===== src/design/core_defs.svh =====
`ifndef CORE_DEFS_SVH
`define CORE_DEFS_SVH

`define FIELD_COND(w) w[31:28]
`define FIELD_OP(w)   {w[27:20], w[7:4]}

// data processing excludes msr/mrs space (opcode 10xx with s clear) and multiplies
`define GROUP_B               12'b101?_????_????
`define GROUP_ALU \
	12'b0010_????_????, 12'b0011_1???_????, 12'b0011_0??1_????, \
	12'b0000_????_???0, 12'b0001_1???_???0, 12'b0001_0??1_???0, \
	12'b0000_????_0??1, 12'b0001_1???_0??1, 12'b0001_0??1_0??1
`define GROUP_LDST_SINGLE_IMM 12'b010?_????_????
`define GROUP_LDST_SINGLE_REG 12'b011?_????_???0

`define ALU_AND 4'b0000
`define ALU_EOR 4'b0001
`define ALU_SUB 4'b0010
`define ALU_RSB 4'b0011
`define ALU_ADD 4'b0100
`define ALU_ADC 4'b0101
`define ALU_SBC 4'b0110
`define ALU_RSC 4'b0111
`define ALU_TST 4'b1000
`define ALU_TEQ 4'b1001
`define ALU_CMP 4'b1010
`define ALU_CMN 4'b1011
`define ALU_ORR 4'b1100
`define ALU_MOV 4'b1101
`define ALU_BIC 4'b1110
`define ALU_MVN 4'b1111

`define R14 4'd14
`define R15 4'd15

`define DECODE_QUEUE_DEPTH 4

`endif


===== src/design/core_isa_pkg.sv =====
package core_isa_pkg;

	typedef logic [31:0] word;
	typedef logic [29:0] ptr;
	typedef logic [3:0]  reg_num;

	typedef struct packed {
		logic [3:0]  cond;
		logic [2:0]  op;
		logic [3:0]  opcode;
		logic        s;
		reg_num      rn;
		reg_num      rd;
		logic [11:0] operand2;
	} insn_dp;

	typedef struct packed {
		logic [3:0]  cond;
		logic [2:0]  group;
		logic        link;
		logic [23:0] offset;
	} insn_br;

	typedef struct packed {
		logic [3:0]  cond;
		logic [2:0]  group;
		logic        p;
		logic        u;
		logic        b;
		logic        w;
		logic        l;
		reg_num      rn;
		reg_num      rd;
		logic [11:0] offset;
	} insn_ls;

	// one fetched word, read as whichever group the opcode bits select
	typedef union packed {
		insn_dp dp;
		insn_br br;
		insn_ls ls;
	} insn_word;

endpackage


===== src/design/core_uarch_pkg.sv =====
package core_uarch_pkg;

	import core_isa_pkg::*;

	typedef struct packed {
		logic n;
		logic z;
		logic c;
		logic v;
	} psr_flags;

	// asr is encoded as shr and ror both set
	typedef struct packed {
		logic        is_imm;
		logic [11:0] imm;
		reg_num      r;
		logic [4:0]  shift_imm;
		logic        shr;
		logic        ror;
		logic        shift_by_reg;
	} snd_decode;

	typedef struct packed {
		logic [3:0] op;
		reg_num     rd;
		reg_num     rn;
	} data_decode;

	typedef struct packed {
		logic enable;
		logic load;
		logic byte_access;
		logic writeback;
		logic pre;
		logic up;
	} ldst_decode;

	typedef struct packed {
		logic       execute;
		logic       undefined;
		logic       branch;
		ptr         branch_offset;
		logic       writeback;
		logic       update_flags;
		logic       uses_rn;
		snd_decode  snd;
		data_decode data;
		ldst_decode ldst;
	} decoded_insn;

endpackage


===== src/design/core_decode_if.sv =====
`timescale 1ns/1ps

interface decode_if
	import core_uarch_pkg::*;
();

	decoded_insn dec;

	modport producer (
		output dec
	);

	modport consumer (
		input dec
	);

endinterface


===== src/design/core_decode_conds.sv =====
`timescale 1ns/1ps

module core_decode_conds
	import core_uarch_pkg::*;
(
	input  logic [3:0] cond,
	input  psr_flags   flags,
	output logic       execute,
	output logic       undefined
);

	always_comb begin
		undefined = 0;

		case(cond)
			4'b0000: execute = flags.z; // eq
			4'b0001: execute = !flags.z; // ne
			4'b0010: execute = flags.c; // cs
			4'b0011: execute = !flags.c; // cc
			4'b0100: execute = flags.n; // mi
			4'b0101: execute = !flags.n; // pl
			4'b0110: execute = flags.v; // vs
			4'b0111: execute = !flags.v; // vc
			4'b1000: execute = flags.c && !flags.z; // hi
			4'b1001: execute = !flags.c || flags.z; // ls
			4'b1010: execute = flags.n == flags.v; // ge
			4'b1011: execute = flags.n != flags.v; // lt
			4'b1100: execute = !flags.z && flags.n == flags.v; // gt
			4'b1101: execute = flags.z || flags.n != flags.v; // le
			4'b1110: execute = 1; // al
			default: begin
				execute = 0;
				undefined = 1; // nv space is not decoded
			end
		endcase
	end

endmodule


===== src/design/core_decode_snd.sv =====
`timescale 1ns/1ps

`include "core_defs.svh"

module core_decode_snd
	import core_isa_pkg::*;
	import core_uarch_pkg::*;
(
	input  insn_word  insn,
	input  logic      is_imm,
	input  logic      ror_if_imm,
	input  logic      shift_by_reg_if_reg,
	output snd_decode decode,
	output logic      undefined
);

	logic [1:0] shift_type;
	reg_num     rm;
	reg_num     rs;

	assign shift_type = insn.dp.operand2[6:5];
	assign rm = insn.dp.operand2[3:0];
	assign rs = insn.dp.operand2[11:8];

	always_comb begin
		decode.is_imm = is_imm;
		decode.imm = insn.dp.operand2; // rs is read from imm[11:8] for register shifts
		decode.r = rm;
		decode.shift_by_reg = !is_imm && shift_by_reg_if_reg;
		undefined = 0;

		if(is_imm) begin
			// the 8-bit immediate rotates right by twice the rotate field
			decode.shift_imm = ror_if_imm ? {insn.dp.operand2[11:8], 1'b0} : 5'd0;
			decode.shr = 0;
			decode.ror = ror_if_imm;
		end else begin
			decode.shift_imm = decode.shift_by_reg ? 5'd0 : insn.dp.operand2[11:7];
			decode.shr = shift_type == 2'b01 || shift_type == 2'b10; // lsr or asr
			decode.ror = shift_type[1]; // asr or ror
			undefined = decode.shift_by_reg && (rm == `R15 || rs == `R15);
		end
	end

endmodule


===== src/design/core_decode_data.sv =====
`timescale 1ns/1ps

`include "core_defs.svh"

module core_decode_data
	import core_isa_pkg::*;
	import core_uarch_pkg::*;
(
	input  insn_word   insn,
	output data_decode decode,
	output logic       writeback,
	output logic       update_flags,
	output logic       snd_is_imm,
	output logic       snd_shift_by_reg_if_reg,
	output logic       uses_rn
);

	always_comb begin
		decode.op = insn.dp.opcode;
		decode.rd = insn.dp.rd;
		decode.rn = insn.dp.rn;

		snd_is_imm = insn.dp.op[0]; // bit 25 selects the rotated immediate
		snd_shift_by_reg_if_reg = insn.dp.operand2[4];

		writeback = 1;
		update_flags = insn.dp.s;
		uses_rn = 1;

		case(insn.dp.opcode)
			`ALU_TST, `ALU_TEQ, `ALU_CMP, `ALU_CMN: begin
				writeback = 0; // compares only set flags
				update_flags = 1;
			end
			`ALU_MOV, `ALU_MVN:
				uses_rn = 0;
			default: ;
		endcase
	end

endmodule


===== src/design/core_decode.sv =====
`timescale 1ns/1ps

`include "core_defs.svh"

module core_decode
	import core_isa_pkg::*;
	import core_uarch_pkg::*;
(
	input  insn_word   insn,
	input  psr_flags   flags,
	decode_if.producer out
);

	logic cond_execute, cond_undefined;

	core_decode_conds conds (
		.cond(`FIELD_COND(insn)),
		.flags(flags),
		.execute(cond_execute),
		.undefined(cond_undefined)
	);

	logic       ldst_group;
	logic       snd_is_imm, snd_ror_if_imm, snd_shift_by_reg_if_reg, snd_undefined;
	snd_decode  snd;
	data_decode data;
	logic       data_writeback, data_update_flags, data_uses_rn;
	logic       data_is_imm, data_shift_by_reg_if_reg;
	decoded_insn dec;

	// a single load/store has bit 25 clear for an immediate offset
	assign ldst_group = insn.ls.group[2:1] == 2'b01;
	assign snd_is_imm = ldst_group ? !insn.ls.group[0] : data_is_imm;
	assign snd_ror_if_imm = !ldst_group;
	assign snd_shift_by_reg_if_reg = !ldst_group && data_shift_by_reg_if_reg;

	core_decode_snd snd_operand (
		.insn(insn),
		.is_imm(snd_is_imm),
		.ror_if_imm(snd_ror_if_imm),
		.shift_by_reg_if_reg(snd_shift_by_reg_if_reg),
		.decode(snd),
		.undefined(snd_undefined)
	);

	core_decode_data group_data (
		.insn(insn),
		.decode(data),
		.writeback(data_writeback),
		.update_flags(data_update_flags),
		.snd_is_imm(data_is_imm),
		.snd_shift_by_reg_if_reg(data_shift_by_reg_if_reg),
		.uses_rn(data_uses_rn)
	);

	always_comb begin
		dec = '0;
		dec.execute = cond_execute;
		dec.undefined = cond_undefined;
		dec.uses_rn = 1;
		dec.snd.is_imm = 1;

		priority casez(`FIELD_OP(insn))
			`GROUP_B: begin
				dec.branch = 1;
				dec.branch_offset = {{6{insn.br.offset[23]}}, insn.br.offset};
				if(insn.br.link) begin
					dec.data.op = `ALU_SUB; // lr gets pc minus 4
					dec.data.rd = `R14;
					dec.data.rn = `R15;
					dec.snd.imm = 12'd4;
					dec.writeback = 1;
				end
			end

			`GROUP_ALU: begin
				dec.uses_rn = data_uses_rn;
				dec.writeback = data_writeback;
				dec.update_flags = data_update_flags;
				dec.snd = snd;
				dec.data = data;
				dec.undefined = cond_undefined | snd_undefined;
			end

			`GROUP_LDST_SINGLE_IMM, `GROUP_LDST_SINGLE_REG: begin
				dec.snd = snd;
				dec.data.op = insn.ls.u ? `ALU_ADD : `ALU_SUB; // address is rn plus or minus offset
				dec.data.rd = insn.ls.rd;
				dec.data.rn = insn.ls.rn;
				dec.ldst.enable = 1;
				dec.ldst.load = insn.ls.l;
				dec.ldst.byte_access = insn.ls.b;
				dec.ldst.writeback = insn.ls.w;
				dec.ldst.pre = insn.ls.p;
				dec.ldst.up = insn.ls.u;
				dec.writeback = insn.ls.w | insn.ls.l;
				dec.undefined = cond_undefined | snd_undefined;
			end

			default: dec.undefined = 1;
		endcase

		if(dec.undefined) begin
			dec.execute = 0;
			dec.branch = 0;
			dec.writeback = 0;
			dec.update_flags = 0;
			dec.ldst.enable = 0;
		end
	end

	assign out.dec = dec;

endmodule


===== src/design/core_decode_flow.sv =====
`timescale 1ns/1ps

`include "core_defs.svh"

module core_decode_flow
	import core_isa_pkg::*;
	import core_uarch_pkg::*;
#(
	parameter int OUT_CREDITS = 2
)
(
	input  logic        clk,
	input  logic        rst_n,
	input  logic        in_valid,
	input  word         in_insn,
	input  psr_flags    in_flags,
	input  logic        out_credit,
	output logic        in_credit,
	output insn_word    head_insn,
	output psr_flags    head_flags,
	decode_if.consumer  dec,
	output logic        out_valid,
	output decoded_insn out
);

	localparam int DEPTH = `DECODE_QUEUE_DEPTH;
	localparam int PTR_W = $clog2(DEPTH);
	localparam int CREDIT_W = $clog2(OUT_CREDITS + 1);

	word                 q_insn[DEPTH];
	psr_flags            q_flags[DEPTH];
	logic [PTR_W-1:0]    rd_ptr, wr_ptr;
	logic [PTR_W:0]      count;
	logic [CREDIT_W-1:0] credits;
	logic                pop;

	function automatic logic [PTR_W-1:0] next_ptr(input logic [PTR_W-1:0] p);
		return p == PTR_W'(DEPTH - 1) ? '0 : p + 1'b1;
	endfunction

	assign head_insn = q_insn[rd_ptr];
	assign head_flags = q_flags[rd_ptr];
	assign pop = count != 0 && credits != 0; // head leaves only when downstream has room

	always_ff @(posedge clk) begin
		if(in_valid) begin
			q_insn[wr_ptr] <= in_insn;
			q_flags[wr_ptr] <= in_flags;
		end
		if(pop)
			out <= dec.dec;
	end

	always_ff @(posedge clk or negedge rst_n) begin
		if(!rst_n) begin
			rd_ptr <= '0;
			wr_ptr <= '0;
			count <= '0;
			credits <= CREDIT_W'(OUT_CREDITS);
			in_credit <= 0;
			out_valid <= 0;
		end else begin
			if(in_valid)
				wr_ptr <= next_ptr(wr_ptr);
			if(pop)
				rd_ptr <= next_ptr(rd_ptr);

			case({in_valid, pop})
				2'b10: count <= count + 1'b1;
				2'b01: count <= count - 1'b1;
				default: ;
			endcase

			case({pop, out_credit})
				2'b10: credits <= credits - 1'b1;
				2'b01: credits <= credits + 1'b1;
				default: ;
			endcase

			in_credit <= pop; // freed slot goes back to fetch
			out_valid <= pop;
		end
	end

endmodule


===== src/design/core_decode_top.sv =====
`timescale 1ns/1ps

module core_decode_top
	import core_isa_pkg::*;
	import core_uarch_pkg::*;
#(
	parameter int OUT_CREDITS = 2
)
(
	input  logic        clk,
	input  logic        rst_n,
	input  logic        in_valid,
	input  word         in_insn,
	input  psr_flags    in_flags,
	output logic        in_credit,
	output logic        out_valid,
	output logic        out_execute,
	output logic        out_undefined,
	output logic        out_branch,
	output ptr          out_branch_offset,
	output logic        out_writeback,
	output logic        out_update_flags,
	output logic        out_uses_rn,
	output logic [3:0]  out_alu_op,
	output reg_num      out_rd,
	output reg_num      out_rn,
	output logic        out_snd_is_imm,
	output logic [11:0] out_snd_imm,
	output reg_num      out_snd_r,
	output logic        out_ldst_enable,
	output logic        out_ldst_load,
	input  logic        out_credit
);

	decode_if    dec_bus ();
	insn_word    head_insn;
	psr_flags    head_flags;
	decoded_insn result;

	core_decode decode0 (
		.insn(head_insn),
		.flags(head_flags),
		.out(dec_bus)
	);

	core_decode_flow #(
		.OUT_CREDITS(OUT_CREDITS)
	) flow0 (
		.clk(clk),
		.rst_n(rst_n),
		.in_valid(in_valid),
		.in_insn(in_insn),
		.in_flags(in_flags),
		.out_credit(out_credit),
		.in_credit(in_credit),
		.head_insn(head_insn),
		.head_flags(head_flags),
		.dec(dec_bus),
		.out_valid(out_valid),
		.out(result)
	);

	assign out_execute = result.execute;
	assign out_undefined = result.undefined;
	assign out_branch = result.branch;
	assign out_branch_offset = result.branch_offset;
	assign out_writeback = result.writeback;
	assign out_update_flags = result.update_flags;
	assign out_uses_rn = result.uses_rn;
	assign out_alu_op = result.data.op;
	assign out_rd = result.data.rd;
	assign out_rn = result.data.rn;
	assign out_snd_is_imm = result.snd.is_imm;
	assign out_snd_imm = result.snd.imm;
	assign out_snd_r = result.snd.r;
	assign out_ldst_enable = result.ldst.enable;
	assign out_ldst_load = result.ldst.load;

endmodule


===== config.mk =====
export PLATFORM = sky130hd
export DESIGN_NAME = core_decode_top
export DESIGN_NICKNAME = d
export VERILOG_FILES = /design/src/design/core_isa_pkg.sv /design/src/design/core_uarch_pkg.sv /design/src/design/core_decode_if.sv /design/src/design/core_decode_conds.sv /design/src/design/core_decode_snd.sv /design/src/design/core_decode_data.sv /design/src/design/core_decode.sv /design/src/design/core_decode_flow.sv /design/src/design/core_decode_top.sv
export VERILOG_INCLUDE_DIRS = /design/src /design/src/design
export SDC_FILE = /design/constraint.sdc
export NUM_CORES = 1
export LEC_CHECK = 0
export ABC_CLOCK_PERIOD_IN_PS = 3300
export BUFFER_PORTS_ARGS = -buffer_cell sky130_fd_sc_hd__buf_2
export CELL_PAD_IN_SITES_DETAIL_PLACEMENT = 2
export CELL_PAD_IN_SITES_GLOBAL_PLACEMENT = 2
export CORE_MARGIN = 2
export CORE_UTILIZATION = 39
export DETAILED_ROUTE_END_ITERATION = 10
export GPL_TIMING_DRIVEN = 0
export PLACE_DENSITY = 0.8
export SYNTH_ARGS = -nofsm -noshare
export SYNTH_HDL_FRONTEND = slang
export SYNTH_SLANG_ARGS = --single-unit

===== constraint.sdc =====
create_clock -name clk -period 3.3 [get_ports clk]
set_clock_uncertainty 0.1 [all_clocks]
set_input_delay 0.33 -clock clk [delete_from_list [all_inputs] [get_ports clk]]
set_output_delay 0.33 -clock clk [all_outputs]
set_load 0.01 [all_outputs]

* Word level (Yosys, flattened, before mapping)
Memories as Yosys holds them, arrays and structs flattened. Cells that the tools add are included.
Cells by class: add/sub/neg operators 6, eq/ne operators 42, mux-type cells 23, bitwise gates (word level) 3, reductions and logical operators 29
Operators by type and width (number):
- $eq 4x4->1 const B | 15
- $pmux 12 s3 | 1
- $mux 31 | 1
- $pmux 12 s2 | 1
- $eq 4x3->1 const B | 5
- $pmux 1 s15 | 1
- $reduce_or 15->1 | 1
- $eq 7x4->1 const B | 2
- $eq 4x2->1 const B | 3
- $reduce_or 11->1 | 1
- $mux 10 | 1
- $mux 1 | 9
- $reduce_or 9->1 | 1
- $eq 2x2->1 const B | 4
- $eq 8x5->1 const B | 1
- $logic_not 1->1 | 7
- $add 2x1->2 const B | 3
- $eq 2x1->1 const B | 3
- $eq 6x1->1 const B | 1
- $eq 6x3->1 const B | 1
- $eq 6x4->1 const B | 1
- $logic_and 1x1->1 | 6
- $mux 3 | 2
- $mux 6 | 1
- 23 further kinds | 31
Word-level totals: bits in registers 71, memory bits (writable) 144, input bits 40, output and inout bits 69, memories 2
Memory list:
- flow0.q_insn | depth 4, width 32, read ports 1, clocked after Yosys merged registers in 0, wr ports 1, RTL line core_decode_flow.sv:30 | word q_insn[DEPTH];
- flow0.q_flags | depth 4, width 4, read ports 1, clocked after Yosys merged registers in 0, wr ports 1, RTL line core_decode_flow.sv:31 | psr_flags q_flags[DEPTH];

* Depth between registers and ports, before layout
Gate-level depths: netlist (run 1). An unclocked memory read counts as a cell.
depth in word-level cells 10, depth in mapped cells 9, mapped depth without buffers 8

* Cells and area by module
From an unflattened synthesis (run 1), not the netlist that was laid out.
Second synthesis, totals: cell total of the unflattened synthesis 492, area total of the unflattened synthesis 9430.3 um2
By module, submodules not included:
- core_decode_flow | times used 1, cells an instance 311, area an instance 8130.3 um2, sequential area each 6947.9 um2
- core_decode | times used 1, cells an instance 107, area an instance 720.7 um2, sequential area each 0.0 um2
- core_decode_snd | times used 1, cells an instance 30, area an instance 232.7 um2, sequential area each 0.0 um2
- core_decode_conds | times used 1, cells an instance 27, area an instance 214.0 um2, sequential area each 0.0 um2
- core_decode_data | times used 1, cells an instance 17, area an instance 132.6 um2, sequential area each 0.0 um2

* Least setup slack after synthesis (run 1)
Ideal clock, no wire load.
path kind reg-to-reg, start reg flow0.credits[1], end reg flow0.count[2], setup time 0.079 ns, data arrival time 3.165 ns, data required time 3.121 ns, setup slack -0.044 ns, stages on the path, launching flop included 9, buffers on the path 0, period minus slack after synthesis 3.344 ns, cells stage by stage dfstp_2 o32ai_1 inv_1 ha_1 inv_1 fa_1 xor2_1 nor2_1 xor2_1
On the way: longest elaborated chain between the ends 4
Ends and longest elaborated chain:
- from (decl) | RTL line core_decode_flow.sv:34 | logic [CREDIT_W-1:0] credits;
- from (signal assigned) | RTL line core_decode_flow.sv:59 | credits <= CREDIT_W'(OUT_CREDITS);
- from (signal assigned) | RTL line core_decode_flow.sv:75 | 2'b10: credits <= credits - 1'b1;
- from (signal assigned) | RTL line core_decode_flow.sv:76 | 2'b01: credits <= credits + 1'b1;
- $reduce_bool 2->1 * | RTL line core_decode_flow.sv:43 | assign pop = count != 0 && credits != 0;
- $logic_and 1x1->1 * | RTL line core_decode_flow.sv:43
- via flow0.pop | RTL line core_decode_flow.sv:35 | logic pop;
- $eq 2x1->1 or $eq 2x2->1 (tied branches) | RTL line core_decode_flow.sv:68 | case({in_valid, pop})
- $pmux 3 s2 or $reduce_bool 2->1 (tied branches)
- to (signal assigned) | RTL line core_decode_flow.sv:69 | 2'b10: count <= count + 1'b1;
- to (signal assigned) | RTL line core_decode_flow.sv:70 | 2'b01: count <= count - 1'b1;
- to (decl) | RTL line core_decode_flow.sv:33 | logic [PTR_W:0] count;
Mark *: on every way through the listed nets, which the timed path passes. The rest lies on a longest branch. A chain may end at the register's enable or synchronous reset.

* Final worst setup path (run 1)
start reg flow0.count[0], end reg flow0.out[52] (netlist name), enable pin
On the way: longest elaborated chain between the ends 2
Ends and longest elaborated chain:
- $reduce_bool 3->1 | RTL line core_decode_flow.sv:43
- $logic_and 1x1->1 | RTL line core_decode_flow.sv:43
- to (signal assigned) | RTL line core_decode_flow.sv:51 | out <= dec.dec;
- to (decl) | RTL line core_decode_flow.sv:23 | output decoded_insn out
Every way passes these cells.

==> reports/metrics.csv, run 1 <==
stage,metric,value,unit
setup_path,end_kind,flop,
clock_tree,cts_max_level,1,
synthesis,syn_inst,423,
clock_tree,cts.clk_slew.worst_paths,0.06,ns
die,rows,53,
sta,relSlewSlack,35.21,%
global_route,grt_max_degree,33,
clock_tree,clock-sinks,215,
finish,nFillCells,1916,
die,dieWidth,150.1,um
run,maxCapViolations,0,
setup_path,cp_num_buf_inv,1,
finish,nets,647,
sta,rsz0062_at_grt,false,
synthesis,syn_nets,471,
clock_tree,cts_tree,done,
synthesis,ys_seq_area_share,76.96,%
global_route,grt_pass1_vias,5063,
finish,drive_gt1_share,33.98,%
power,powerDensity,996.6,nW/um^2
setup_path,path_delay_family,buffers and inverters,
setup_path,critical-path-slowest-cell,clkinvlp_4,
detailed_routing,dr.pass1.iters,4,
clock_tree,clk_latency,0.50,ns
finish,area_growth,24.87,%
clock_tree,cts_buffers,22,
hold_path,hold_path.class,in2reg,
detailed_routing,routedWlPerCell,24.12,um
sta,max_clock_freq,0.3416,GHz
place,post-dp-hpwl,14780,um
global_route,grt_util_all_layers,19.49,%
setup_path,timing.critical_path.from,flow0.count[0]$_DFFE_PN0P_,
global_route,antenna_found_initial,0,
clock_tree,clock_path_buffers,3,
synthesis,synth_edf_count,205,
setup_path,cpPeakStageDelay,1.02,ns
setup_path,crit_required,3.18,ns
global_route,gr-total-overflow,0,
die,dieArea,22530,sq um
detailed_routing,route.met2.wl,11430,um
detailed_routing,highest_layer,met4,
synthesis,ys_types,40,
detailed_routing,wl_met3,1000,um
synthesis,synth.most_common_cell,edfxtp_1,
detailed_routing,routed-via-count,4519,
synthesis,synth_async_sr_flop_share,4.651,%
finish,antenna_cells,0,
synthesis,yosys_warnings,0,
setup_path,arrival,2.81,ns
sta,worst_pin_slew,0.9718,ns
synthesis,yosys-top-cells-count,"edfxtp_1 (205), mux4_2 (35), nand2_1 (28)",
sta,timing.final.crit_share,88.71,%
synthesis,synth_seq_cells,215,
synthesis,syn_area,8325,sq um
run_status,run_status,"complete, no violations",
die,die_y,150.1,um
setup_path,r2r-start,flow0.count[0]$_DFFE_PN0P_,
die,start_util,39.73,%
finish,fin_util,49.61,%
sta,hold_viol,0,
synthesis,yosysTopAreaCellShare,73.94,%
synthesis,ys.flop_type,edfxtp_1,
die,core_region_area,20960,sq um
sta,final-setup-viol-count,0,
setup_path,critPathKind,reg2reg,
detailed_routing,ant_nets,0,
synthesis,syn_area_per_cell,19.68,sq um
detailed_routing,vias_per_cell,5.078,
detailed_routing,drt-total-wl,21470,um
die,io_pins,109,
place,place_congestion,0.7240,
clock_tree,cts_root_buf,clkbuf_16,
sta,fin_crit,2.927,ns
power,p_leak,3.866,nW
synthesis,synth.area.top_cells,"edfxtp_1 (74%), mux4_2 (9.5%), dfrtp_1 (2.7%)",
power,power,10.36,mW
setup_path,path_cells,o32ai_2 > clkinvlp_4,
place,io_buffer_count,108,
power,ir_worst_vdd,0.0003588,V
setup_path,path_max_fanout,32,
detailed_routing,drt-initial-drc-count,283,
global_route,grt_pass1_wl,32210,um
synthesis,synth_top_area_cell,edfxtp_1,
setup_path,start_kind,flop,
hold_path,hold_start,in_valid,
detailed_routing,drc,0,
detailed_routing,met1Wirelength,8658,um
sta,slew_viol_final,0,
## worst paths after layout
check	to	slack, ns	cells after the start
max	flow0.out[52]$_SDFFCE_PN0P_	0.37	2
min	flow0.wr_ptr[1]$_DFFE_PN0P_	0.02	2
max in group asynchronous	flow0.credits[1]$_DFFE_PN1P_	2.72	2
min reg2reg	flow0.count[2]$_DFFE_PN0P_	0.42	1
min in group asynchronous	flow0.rd_ptr[1]$_DFFE_PN0P_	0.13	2
max reg2reg	flow0.out[52]$_SDFFCE_PN0P_	0.37	2
## kinds of logic after synthesis
| group | count (synthesis) | share of synthesized area [%] |
|---|---|---|
| flip-flops | 215 | 76.96 |
| AND/OR/NAND/NOR | 100 | 6.703 |
| multiplexers | 39 | 10.14 |
| buffers and inverters | 32 | 2.329 |
| AO/OA/AOI/OAI | 20 | 1.623 |
| XOR/XNOR | 9 | 0.9467 |
| adder cells (fa/ha/maj) | 8 | 1.292 |
## flip-flops by register name (all words and copies together) (netlist names)
| register | cells |
|---|---|
| flow0.q_flags | 16 |
| flow0.wr_ptr | 2 |
| flow0.rd_ptr | 2 |
| flow0.count | 3 |
| flow0.out | 61 |
| flow0.credits | 2 |
| flow0.q_insn | 128 |
| flow0.in_credit | 1 |
## power by group
part	switching (mW)	total [mW]	leakage, nW	internal, mW
combinational	2.23	3.74	1.45	1.51
clock	0.975	2.33	0.327	1.35
sequential	0.284	4.29	2.09	4.01
total	3.49	10.4	3.87	6.87
## final cells by class
| type | count | area [sq um] | area share (%) |
|---|---|---|---|
| tap | 275 | 344.1 | 3.310 |
| clock buffer | 30 | 601.8 | 5.789 |
| multi-input combinational | 176 | 1737 | 16.70 |
| sequential | 215 | 6407 | 61.63 |
| timing repair inverter | 2 | 12.51 | 0.1204 |
| inverter | 11 | 45.04 | 0.4333 |
| timing repair buffer | 150 | 1028 | 9.893 |
| clock inverter | 10 | 67.56 | 0.6499 |
| buffer | 21 | 152.6 | 1.468 |
## through the flow
stage	instances	TNS (ns)	hold slack, ns	worst slack, ns	cell area, sq um
global placement	806	-0.5876	0.09857	-0.3303	9221
global route	890	0	0.04213	0.1927	10400
CTS	890	0	0.01822	0.2968	10400
floorplan	423	0	-0.06559	0.2336	8337
finish	890	0	0.02473	0.3726	10400
detailed placement	810	-1.284	0.1049	-0.5591	9336
## repair_timing
item | in CTS | in global routing
setup buffers | 1 | 0
hold endpoints to repair | 154 | 0
setup endpoints to repair | 3 | 0
hold buffers | 37 | 0
gates resized for setup | 1 | 0
## layout by cell type, fill, tap and decap left out, types with 4 or more instances in the layout
master | netlist | layout
and2_4 | 6 | 6
xnor2_1 | 5 | 5
mux4_2 | 35 | 35
nand2_1 | 28 | 28
clkbuf_1 | 3 | 10
and2_2 | 0 | 4
clkbuf_16 | 0 | 23
edfxtp_1 | 205 | 205
buf_6 | 5 | 5
nor2_1 | 5 | 5
buf_16 | 0 | 4
a31oi_1 | 4 | 4
dfrtp_1 | 9 | 9
inv_1 | 11 | 10
ha_1 | 7 | 7
xor2_1 | 4 | 4
and2_1 | 21 | 17
dlygate4sd3_1 | 0 | 37
buf_2 | 5 | 113
buf_4 | 8 | 9
nor2b_1 | 25 | 25
clkinv_1 | 0 | 6
o21ai_0 | 6 | 6
## metal layers
metal,track usage (%),up-vias
li1,-,1997
met1,24.41,2362
met2,35.14,130
met3,3.273,30
met4,5.142,0
met5,0,-
Power figures use the tool's default switching activity.
==> run 2: changes to the inputs <==
--- a/config.mk
+++ b/config.mk
@@ -6,15 +6,14 @@
 export SDC_FILE = /design/constraint.sdc
 export NUM_CORES = 1
 export LEC_CHECK = 0
-export ABC_CLOCK_PERIOD_IN_PS = 3300
+export ABC_CLOCK_PERIOD_IN_PS = 3200
 export BUFFER_PORTS_ARGS = -buffer_cell sky130_fd_sc_hd__buf_2
 export CELL_PAD_IN_SITES_DETAIL_PLACEMENT = 2
 export CELL_PAD_IN_SITES_GLOBAL_PLACEMENT = 2
-export CORE_MARGIN = 2
-export CORE_UTILIZATION = 39
+export CORE_UTILIZATION = 43
 export DETAILED_ROUTE_END_ITERATION = 10
 export GPL_TIMING_DRIVEN = 0
-export PLACE_DENSITY = 0.8
+export PLACE_DENSITY = 0.84
 export SYNTH_ARGS = -nofsm -noshare
 export SYNTH_HDL_FRONTEND = slang
 export SYNTH_SLANG_ARGS = --single-unit
==> constraint.sdc (replaced) <==
create_clock -name clk -period 3.2 [get_ports clk]
set_clock_uncertainty 0.1 [all_clocks]
set_input_delay 0.32 -clock clk [delete_from_list [all_inputs] [get_ports clk]]
set_output_delay 0.32 -clock clk [all_outputs]
set_load 0.01 [all_outputs]
==> run 2 against run 1 <==
Sequential share of layout area fell by 0.14 points; die area shrank 12%; sequential power up 3%; via count rose by 0.91%; global-route usage is 3.3 points higher; cell count is 1.5% lower; first-iteration DRC count grew 6.0%.
==> reports/metrics.csv, run 2 (synthesized netlist as in run 1, its figures left out) <==
stage,metric,value,unit,change
finish,final_cell_mix,"edfxtp_1 (205), buf_2 (113), dlygate4sd3_1 (38)",,
sta,final-setup-viol-count,0,,unchanged
sta,relSlewSlack,38.45,%,+3.2 points
finish,fin_util,55.34,%,+5.7 points
global_route,grt_pass1_vias,5144,,+1.6%
finish,area_growth,25.16,%,
setup_path,crit_required,3.49,ns,+0.31 ns
place,place_congestion,0.7605,,+5.0%
hold_path,hold_path.class,in2reg,,
sta,worst_pin_slew,0.9182,ns,-0.05364 ns
sta,max_clock_freq,0.3348,GHz,-2.0%
finish,nets,648,,+0.15%
clock_tree,cts_max_level,1,,unchanged
die,rows,50,,-5.7%
die,core_region_area,18830,sq um,-10%
power,powerDensity,1045,nW/um^2,+4.8%
sta,slew_viol_final,0,,unchanged
place,placedCellCount,795,,-1.9%
finish,fin_cells,877,,-1.5%
clock_tree,clock_path_buffers,3,,unchanged
sta,timing.final.crit_share,93.33,%,+4.6 points
finish,top_regs,"flow0.q_insn (128), flow0.out (61), flow0.q_flags (16)",,
setup_path,path_max_fanout,16,,-50%
detailed_routing,routedWlPerCell,24.75,um,+2.6%
finish,multi_input_area,1767,sq um,+1.7%
clock_tree,cts.clk_slew.worst_paths,0.06,ns,about the same
hold_path,holdPathStages,3,,+1
clock_tree,cts_buffers,23,,+4.5%
run_status,run_status,"complete, no violations",,
place,post-dp-hpwl,13980,um,-5.4%
place,io_buffer_count,108,,unchanged
detailed_routing,routed-via-count,4560,,+0.91%
die,start_util,44.21,%,+4.5 points
clock_tree,cts_tree,done,,
detailed_routing,drc,0,,unchanged
finish,drive_gt1_share,34.90,%,+0.92 points
clock_tree,clock-sinks,215,,unchanged
power,p_leak,3.875,nW,+0.25%
run,maxCapViolations,0,,unchanged
finish,largest-register,flow0.q_insn,,
global_route,antenna_found_initial,1,,+1
power,ir_worst_vdd,0.0003947,V,+10%
place,post-place-ws,-0.7399,ns,-0.1807 ns
setup_path,start_kind,flop,,
die,dieArea,19920,sq um,-12%
die,dieWidth,141.1,um,-6.0%
detailed_routing,drt-initial-drc-count,300,,+6.0%
clock_tree,post_cts_buffers,0,,-1
global_route,grt_max_degree,33,,unchanged
die,die_y,141.1,um,-6.0%
finish,final-seq-area,6407,sq um,unchanged
sta,rsz0062_at_grt,false,,
global_route,gr-total-overflow,0,,unchanged
sta,setup_slack,0.2135,ns,-0.1592 ns
detailed_routing,ant_nets,0,,unchanged
detailed_routing,dr.pass1.iters,4,,unchanged
setup_path,critPathKind,reg2reg,,
detailed_routing,drt-total-wl,21710,um,+1.1%
global_route,grt_util_all_layers,22.77,%,+3.3 points
place,placed_area,9288,sq um,-0.52%
sta,fin_crit,2.987,ns,+0.05916 ns
setup_path,r2r.worst_path.cells,8,,+6
detailed_routing,vias_per_cell,5.200,,+2.4%
finish,final_area,10420,sq um,+0.23%
finish,layout_commonest_cell,edfxtp_1,,
clock_tree,clk_latency,0.51,ns,about the same
die,io_pins,109,,unchanged
finish,largest_reg_flops,128,,unchanged
setup_path,arrival,3.27,ns,+0.46 ns
setup_path,end_kind,flop,,
finish,nFillCells,1656,,-14%
sta,hold_viol,0,,unchanged
clock_tree,cts_root_buf,clkbuf_16,,
global_route,grt_pass1_wl,32820,um,+1.9%
==> run 2: area by class of cell <==
cell class / instances / share of cell area, %
Clock buffer: 27 / 5.668
Antenna cell: 1 / 0.02402
Clock inverter: 14 / 1.117
Timing Repair Buffer: 150 / 9.606
Timing Repair inverter: 2 / 0.1201
Tap cell: 260 / 3.122
Sequential cell: 215 / 61.49
Buffer: 21 / 1.465
Multi-Input combinational cell: 176 / 16.95
Inverter: 11 / 0.4323
==> run 2: path summary, 6_finish.rpt <==
| path | start | end | slack (ns) |
|---|---|---|---|
| worst max-delay path | flow0.count[0]$_DFFE_PN0P_ | flow0.count[2]$_DFFE_PN0P_ | 0.21 |
| worst min-delay path | out_credit | flow0.credits[0]$_DFFE_PN0P_ | 0.08 |
| worst max register to register | flow0.count[0]$_DFFE_PN0P_ | flow0.count[2]$_DFFE_PN0P_ | 0.21 |
| worst min register to register | flow0.credits[1]$_DFFE_PN1P_ | flow0.credits[1]$_DFFE_PN1P_ | 0.46 |
| max in group asynchronous | rst_n | flow0.credits[1]$_DFFE_PN1P_ | 2.61 |
| min in group asynchronous | rst_n | flow0.wr_ptr[0]$_DFFE_PN0P_ | 0.12 |
==> run 2: report_power, final <==
group	total [mW]	internal, mW	switching (mW)
clock network	2.54	1.47	1.06
logic	3.92	1.56	2.36
registers	4.42	4.13	0.291
==> run 2: timing repair <==
item                                    in CTS  in global routing
gates resized for setup                      4                  1
cloned                                       1                  1
endpoints found under the setup margin      65                  3
pin swaps                                    0                  0
hold endpoints to repair                   156                  0
hold buffers                                38                  0
==> run 2: metal layers <==
layer | share of wire, % | track usage (%) | wire length [um] | vias up
met2 | 52 | 40.98 | 11360 | 130
met1 | 41 | 28.75 | 8941 | 2399
met5 | 0 | 0 | 0 | -
li1 | - | - | - | 1999
met3 | 4.4 | 2.955 | 950 | 32
met4 | 2.1 | 6.751 | 460 | 0
==> run 2: through the flow <==
| step | TNS (ns) | power, mW | hold slack, ns |
|---|---|---|---|
| after floorplan | 0 | 6.768 | -0.07559 |
| after global placement | -0.8329 | 7.809 | 0.08760 |
| after detailed placement | -1.785 | 8.259 | 0.09887 |
| after CTS | -2.367 | 10.96 | 0.06997 |
| after global routing | 0 | 11.40 | 0.09648 |
| final | 0 | 10.89 | 0.07804 |
==> run 2: critical path, stage by stage, from the launching register on <==
cell and delay [ns]:
dfrtp_1 0.44, o32ai_4 0.66, clkinvlp_4 0.65, ha_4 0.35, inv_1 0.08, fa_1 0.19
xor2_1 0.15, nor2_1 0.07, xor2_1 0.15
==> run 3: changes to the inputs <==
--- a/config.mk
+++ b/config.mk
@@ -10,10 +10,11 @@
 export BUFFER_PORTS_ARGS = -buffer_cell sky130_fd_sc_hd__buf_2
 export CELL_PAD_IN_SITES_DETAIL_PLACEMENT = 2
 export CELL_PAD_IN_SITES_GLOBAL_PLACEMENT = 2
-export CORE_UTILIZATION = 43
+export CORE_UTILIZATION = 44
 export DETAILED_ROUTE_END_ITERATION = 10
 export GPL_TIMING_DRIVEN = 0
 export PLACE_DENSITY = 0.84
 export SYNTH_ARGS = -nofsm -noshare
 export SYNTH_HDL_FRONTEND = slang
+export SYNTH_HIERARCHICAL = 1
 export SYNTH_SLANG_ARGS = --single-unit
==> run 3 against run 2 <==
Non-clock buffer count rose by 35; critical path depth is the same; first-iteration DRC count increased by 26%; hold slack lost 0.025 ns; register-to-register slack worse by 0.13 ns; cell count is 4.7% higher; via count is 8.8% higher; combinational power up 20%; count of clock-buffer cells in the layout is 1 higher; synthesized cell count rose by 8.7%; sequential cell count increased by 6; critical path type unchanged.
==> reports/metrics.csv, run 3 <==
stage,metric,value,unit,change
run_status,run_status,"complete, no violations",,
setup_path,critical-path-slowest-cell,or3b_4,,
detailed_routing,routed-via-count,4960,,+8.8%
clock_tree,cts_max_level,1,,unchanged
sta,worst_pin_slew,0.8450,ns,-0.07322 ns
setup_path,path_max_fanout,10,,-6
finish,final_cell_mix,"edfxtp_1 (211), buf_2 (113), buf_4 (42)",,
setup_path,end_kind,flop,,
sta,slew_viol_final,0,,unchanged
finish,area_growth,23.20,%,
power,ir_worst_vdd,0.0005362,V,+36%
finish,nFillCells,1730,,+4.5%
power,switchingPower,4.091,mW,+10%
finish,nets,685,,+5.7%
setup_path,arrival,3.27,ns,about the same
clock_tree,cts_buffers,23,,unchanged
die,rows,51,,+2.0%
finish,fin_cells,918,,+4.7%
sta,timing.final.crit_share,97.38,%,+4.1 points
power,p_leak,4.132,nW,+6.6%
sta,final-setup-viol-count,0,,unchanged
detailed_routing,vias_per_cell,5.403,,+3.9%
sta,relSlewSlack,43.67,%,+5.2 points
setup_path,path_cells,buf_2 > buf_4 > mux4_2 > or3b_4 > and3_4 > buf_6 > a221o_1 > and3b_1,,
place,placedCellCount,837,,+5.3%
setup_path,crit_required,3.35,ns,-0.14 ns
hold_path,hold_path.class,in2reg,,
clock_tree,clock_path_buffers,3,,unchanged
detailed_routing,drt-total-wl,24650,um,+14%
die,core_region_area,19650,sq um,+4.4%
power,p_seq_share,38.8,%,-1.8 points
finish,largest-register,flow0/q_insn,,
synthesis,syn_area_per_cell,19.41,sq um,-1.4%
setup_path,start_kind,flop,,
global_route,grt_pass1_wl,36410,um,+11%
detailed_routing,dr.pass1.iters,4,,unchanged
synthesis,syn_area,8930,sq um,+7.3%
setup_path,cpPeakStageDelay,0.47,ns,-0.19 ns
global_route,grt_util_all_layers,24.88,%,+2.1 points
sta,hold_viol,0,,unchanged
setup_path,critPathKind,reg2reg,,
global_route,grt_pass1_vias,5544,,+7.8%
run,maxCapViolations,0,,unchanged
power,power,11.80,mW,+8.3%
finish,final_area,11000,sq um,+5.6%
global_route,antenna_found_initial,0,,-1
global_route,busiest_layer,met2,,
power,p_comb_share,40.0,%,+4.0 points
place,placed_area,9891,sq um,+6.5%
place,place_congestion,0.7425,,-2.4%
die,die_y,144.5,um,+2.3%
clock_tree,cts_tree,done,,
global_route,met2_usage,43.57,%,+2.6 points
clock_tree,clock-sinks,221,,+2.8%
die,dieArea,20870,sq um,+4.8%
finish,drive_gt1_share,39.97,%,+5.1 points
power,clkPwrFrac,21.2,%,-2.1 points
finish,largest_reg_flops,128,,unchanged
clock_tree,cts.clk_slew.worst_paths,0.06,ns,about the same
power,internal-power,7.704,mW,+7.4%
global_route,use_met3,3.344,%,+0.39 points
finish,top_regs,"flow0/q_insn (128), flow0/out (67), flow0/q_flags (16)",,
sta,max_clock_freq,0.3209,GHz,-4.2%
detailed_routing,routedWlPerCell,26.85,um,+8.5%
finish,antenna_cells,0,,-1
power,swShare,34.69,%,+0.56 points
sta,rsz0062_at_grt,false,,
finish,final-seq-area,6588,sq um,+2.8%
synthesis,syn_nets,508,,+7.9%
place,post-place-ws,-0.8011,ns,-0.06124 ns
global_route,grtUsageMet1,32.04,%,+3.3 points
place,io_buffer_count,108,,unchanged
sta,setup_slack,0.08379,ns,-0.1297 ns
synthesis,syn_inst,460,,+8.7%
die,io_pins,109,,unchanged
detailed_routing,drc,0,,unchanged
synthesis,yosys_warnings,6,,+6
detailed_routing,ant_nets,0,,unchanged
finish,layout_commonest_cell,edfxtp_1,,
die,dieWidth,144.5,um,+2.3%
clock_tree,cts_root_buf,clkbuf_16,,
place,post-dp-hpwl,15990,um,+14%
finish,fin_util,55.98,%,+0.64 points
global_route,gr-total-overflow,0,,unchanged
finish,multi_input_area,1926,sq um,+9.0%
sta,fin_crit,3.116,ns,+0.1297 ns
die,start_util,45.44,%,+1.2 points
clock_tree,clk_latency,0.51,ns,about the same
power,powerDensity,1072,nW/um^2,+2.6%
detailed_routing,drt-initial-drc-count,377,,+26%
global_route,grt_max_degree,35,,+6.1%
-- run 3: power by group through the flow --
stage	clock network [mW]	registers [mW]	logic [mW]
2_1_floorplan	0	4.76	2.73
3_3_place_gp	0	4.57	3.99
3_5_place_dp	0	4.66	4.51
4_1_cts	2.53	4.59	4.69
5_1_grt	2.64	4.65	5.06
6_report	2.50	4.58	4.72
-- run 3: critical path: cells and delay by family (launching register included) --
kind	cells	cell delay (ns)
AOI/OAI and AO/OA	1	0.38
and+or+nand+nor	3	0.86
buffers and inverters	3	0.69
DFF	1	0.36
muxes	1	0.46
-- run 3: cell type report --
cell class                      instances  area share (%)
Timing Repair Buffer                  151           9.166
Sequential cell                       221           59.88
Tap cell                              265           3.014
Clock inverter                         13          0.7506
Inverter                                7          0.2729
Clock buffer                           28           5.402
Timing Repair inverter                  2          0.1137
Multi-Input combinational cell        176           17.50
Buffer                                 55           3.901
-- run 3: layer usage --
metal	share of wire, %	up-vias
met1	41	2613
met5	0	-
met2	52	185
li1	-	2120
met3	5.1	42
met4	2.4	0
-- run 3: final timing paths --
kind                                                end  slack (ns)                         start  cells past startpoint
max                             flow0/out[45]$_DFFE_PP_        0.08   flow0/rd_ptr[1]$_DFFE_PN0P_                      8
min                        flow0/credits[0]$_DFFE_PN0P_        0.05                    out_credit                      3
max reg2reg                     flow0/out[45]$_DFFE_PP_        0.08   flow0/rd_ptr[1]$_DFFE_PN0P_                      8
min reg2reg                flow0/credits[1]$_DFFE_PN1P_        0.44  flow0/credits[1]$_DFFE_PN1P_                      1
max in group asynchronous  flow0/credits[1]$_DFFE_PN1P_        2.62                         rst_n                      2
min in group asynchronous    flow0/count[2]$_DFFE_PN0P_        0.12                         rst_n                      2
-- run 3: repair_timing --
item                                   in CTS  in global routing
gates resized for setup                     4                  9
endpoints found under the hold margin     155                  0
gates cloned                                2                  0
hold buffers                               38                  0
setup buffers                               1                  0
setup endpoints to repair                  14                 20
-- run 3: through the flow --
step,TNS (ns),hold WS (ns)
6_report,0,0.05308
5_1_grt,0,0.1026
4_1_cts,0,0.04893
3_5_place_dp,-2.404,0.1017
3_3_place_gp,-1.044,0.08885
2_1_floorplan,-0.02266,-0.07559
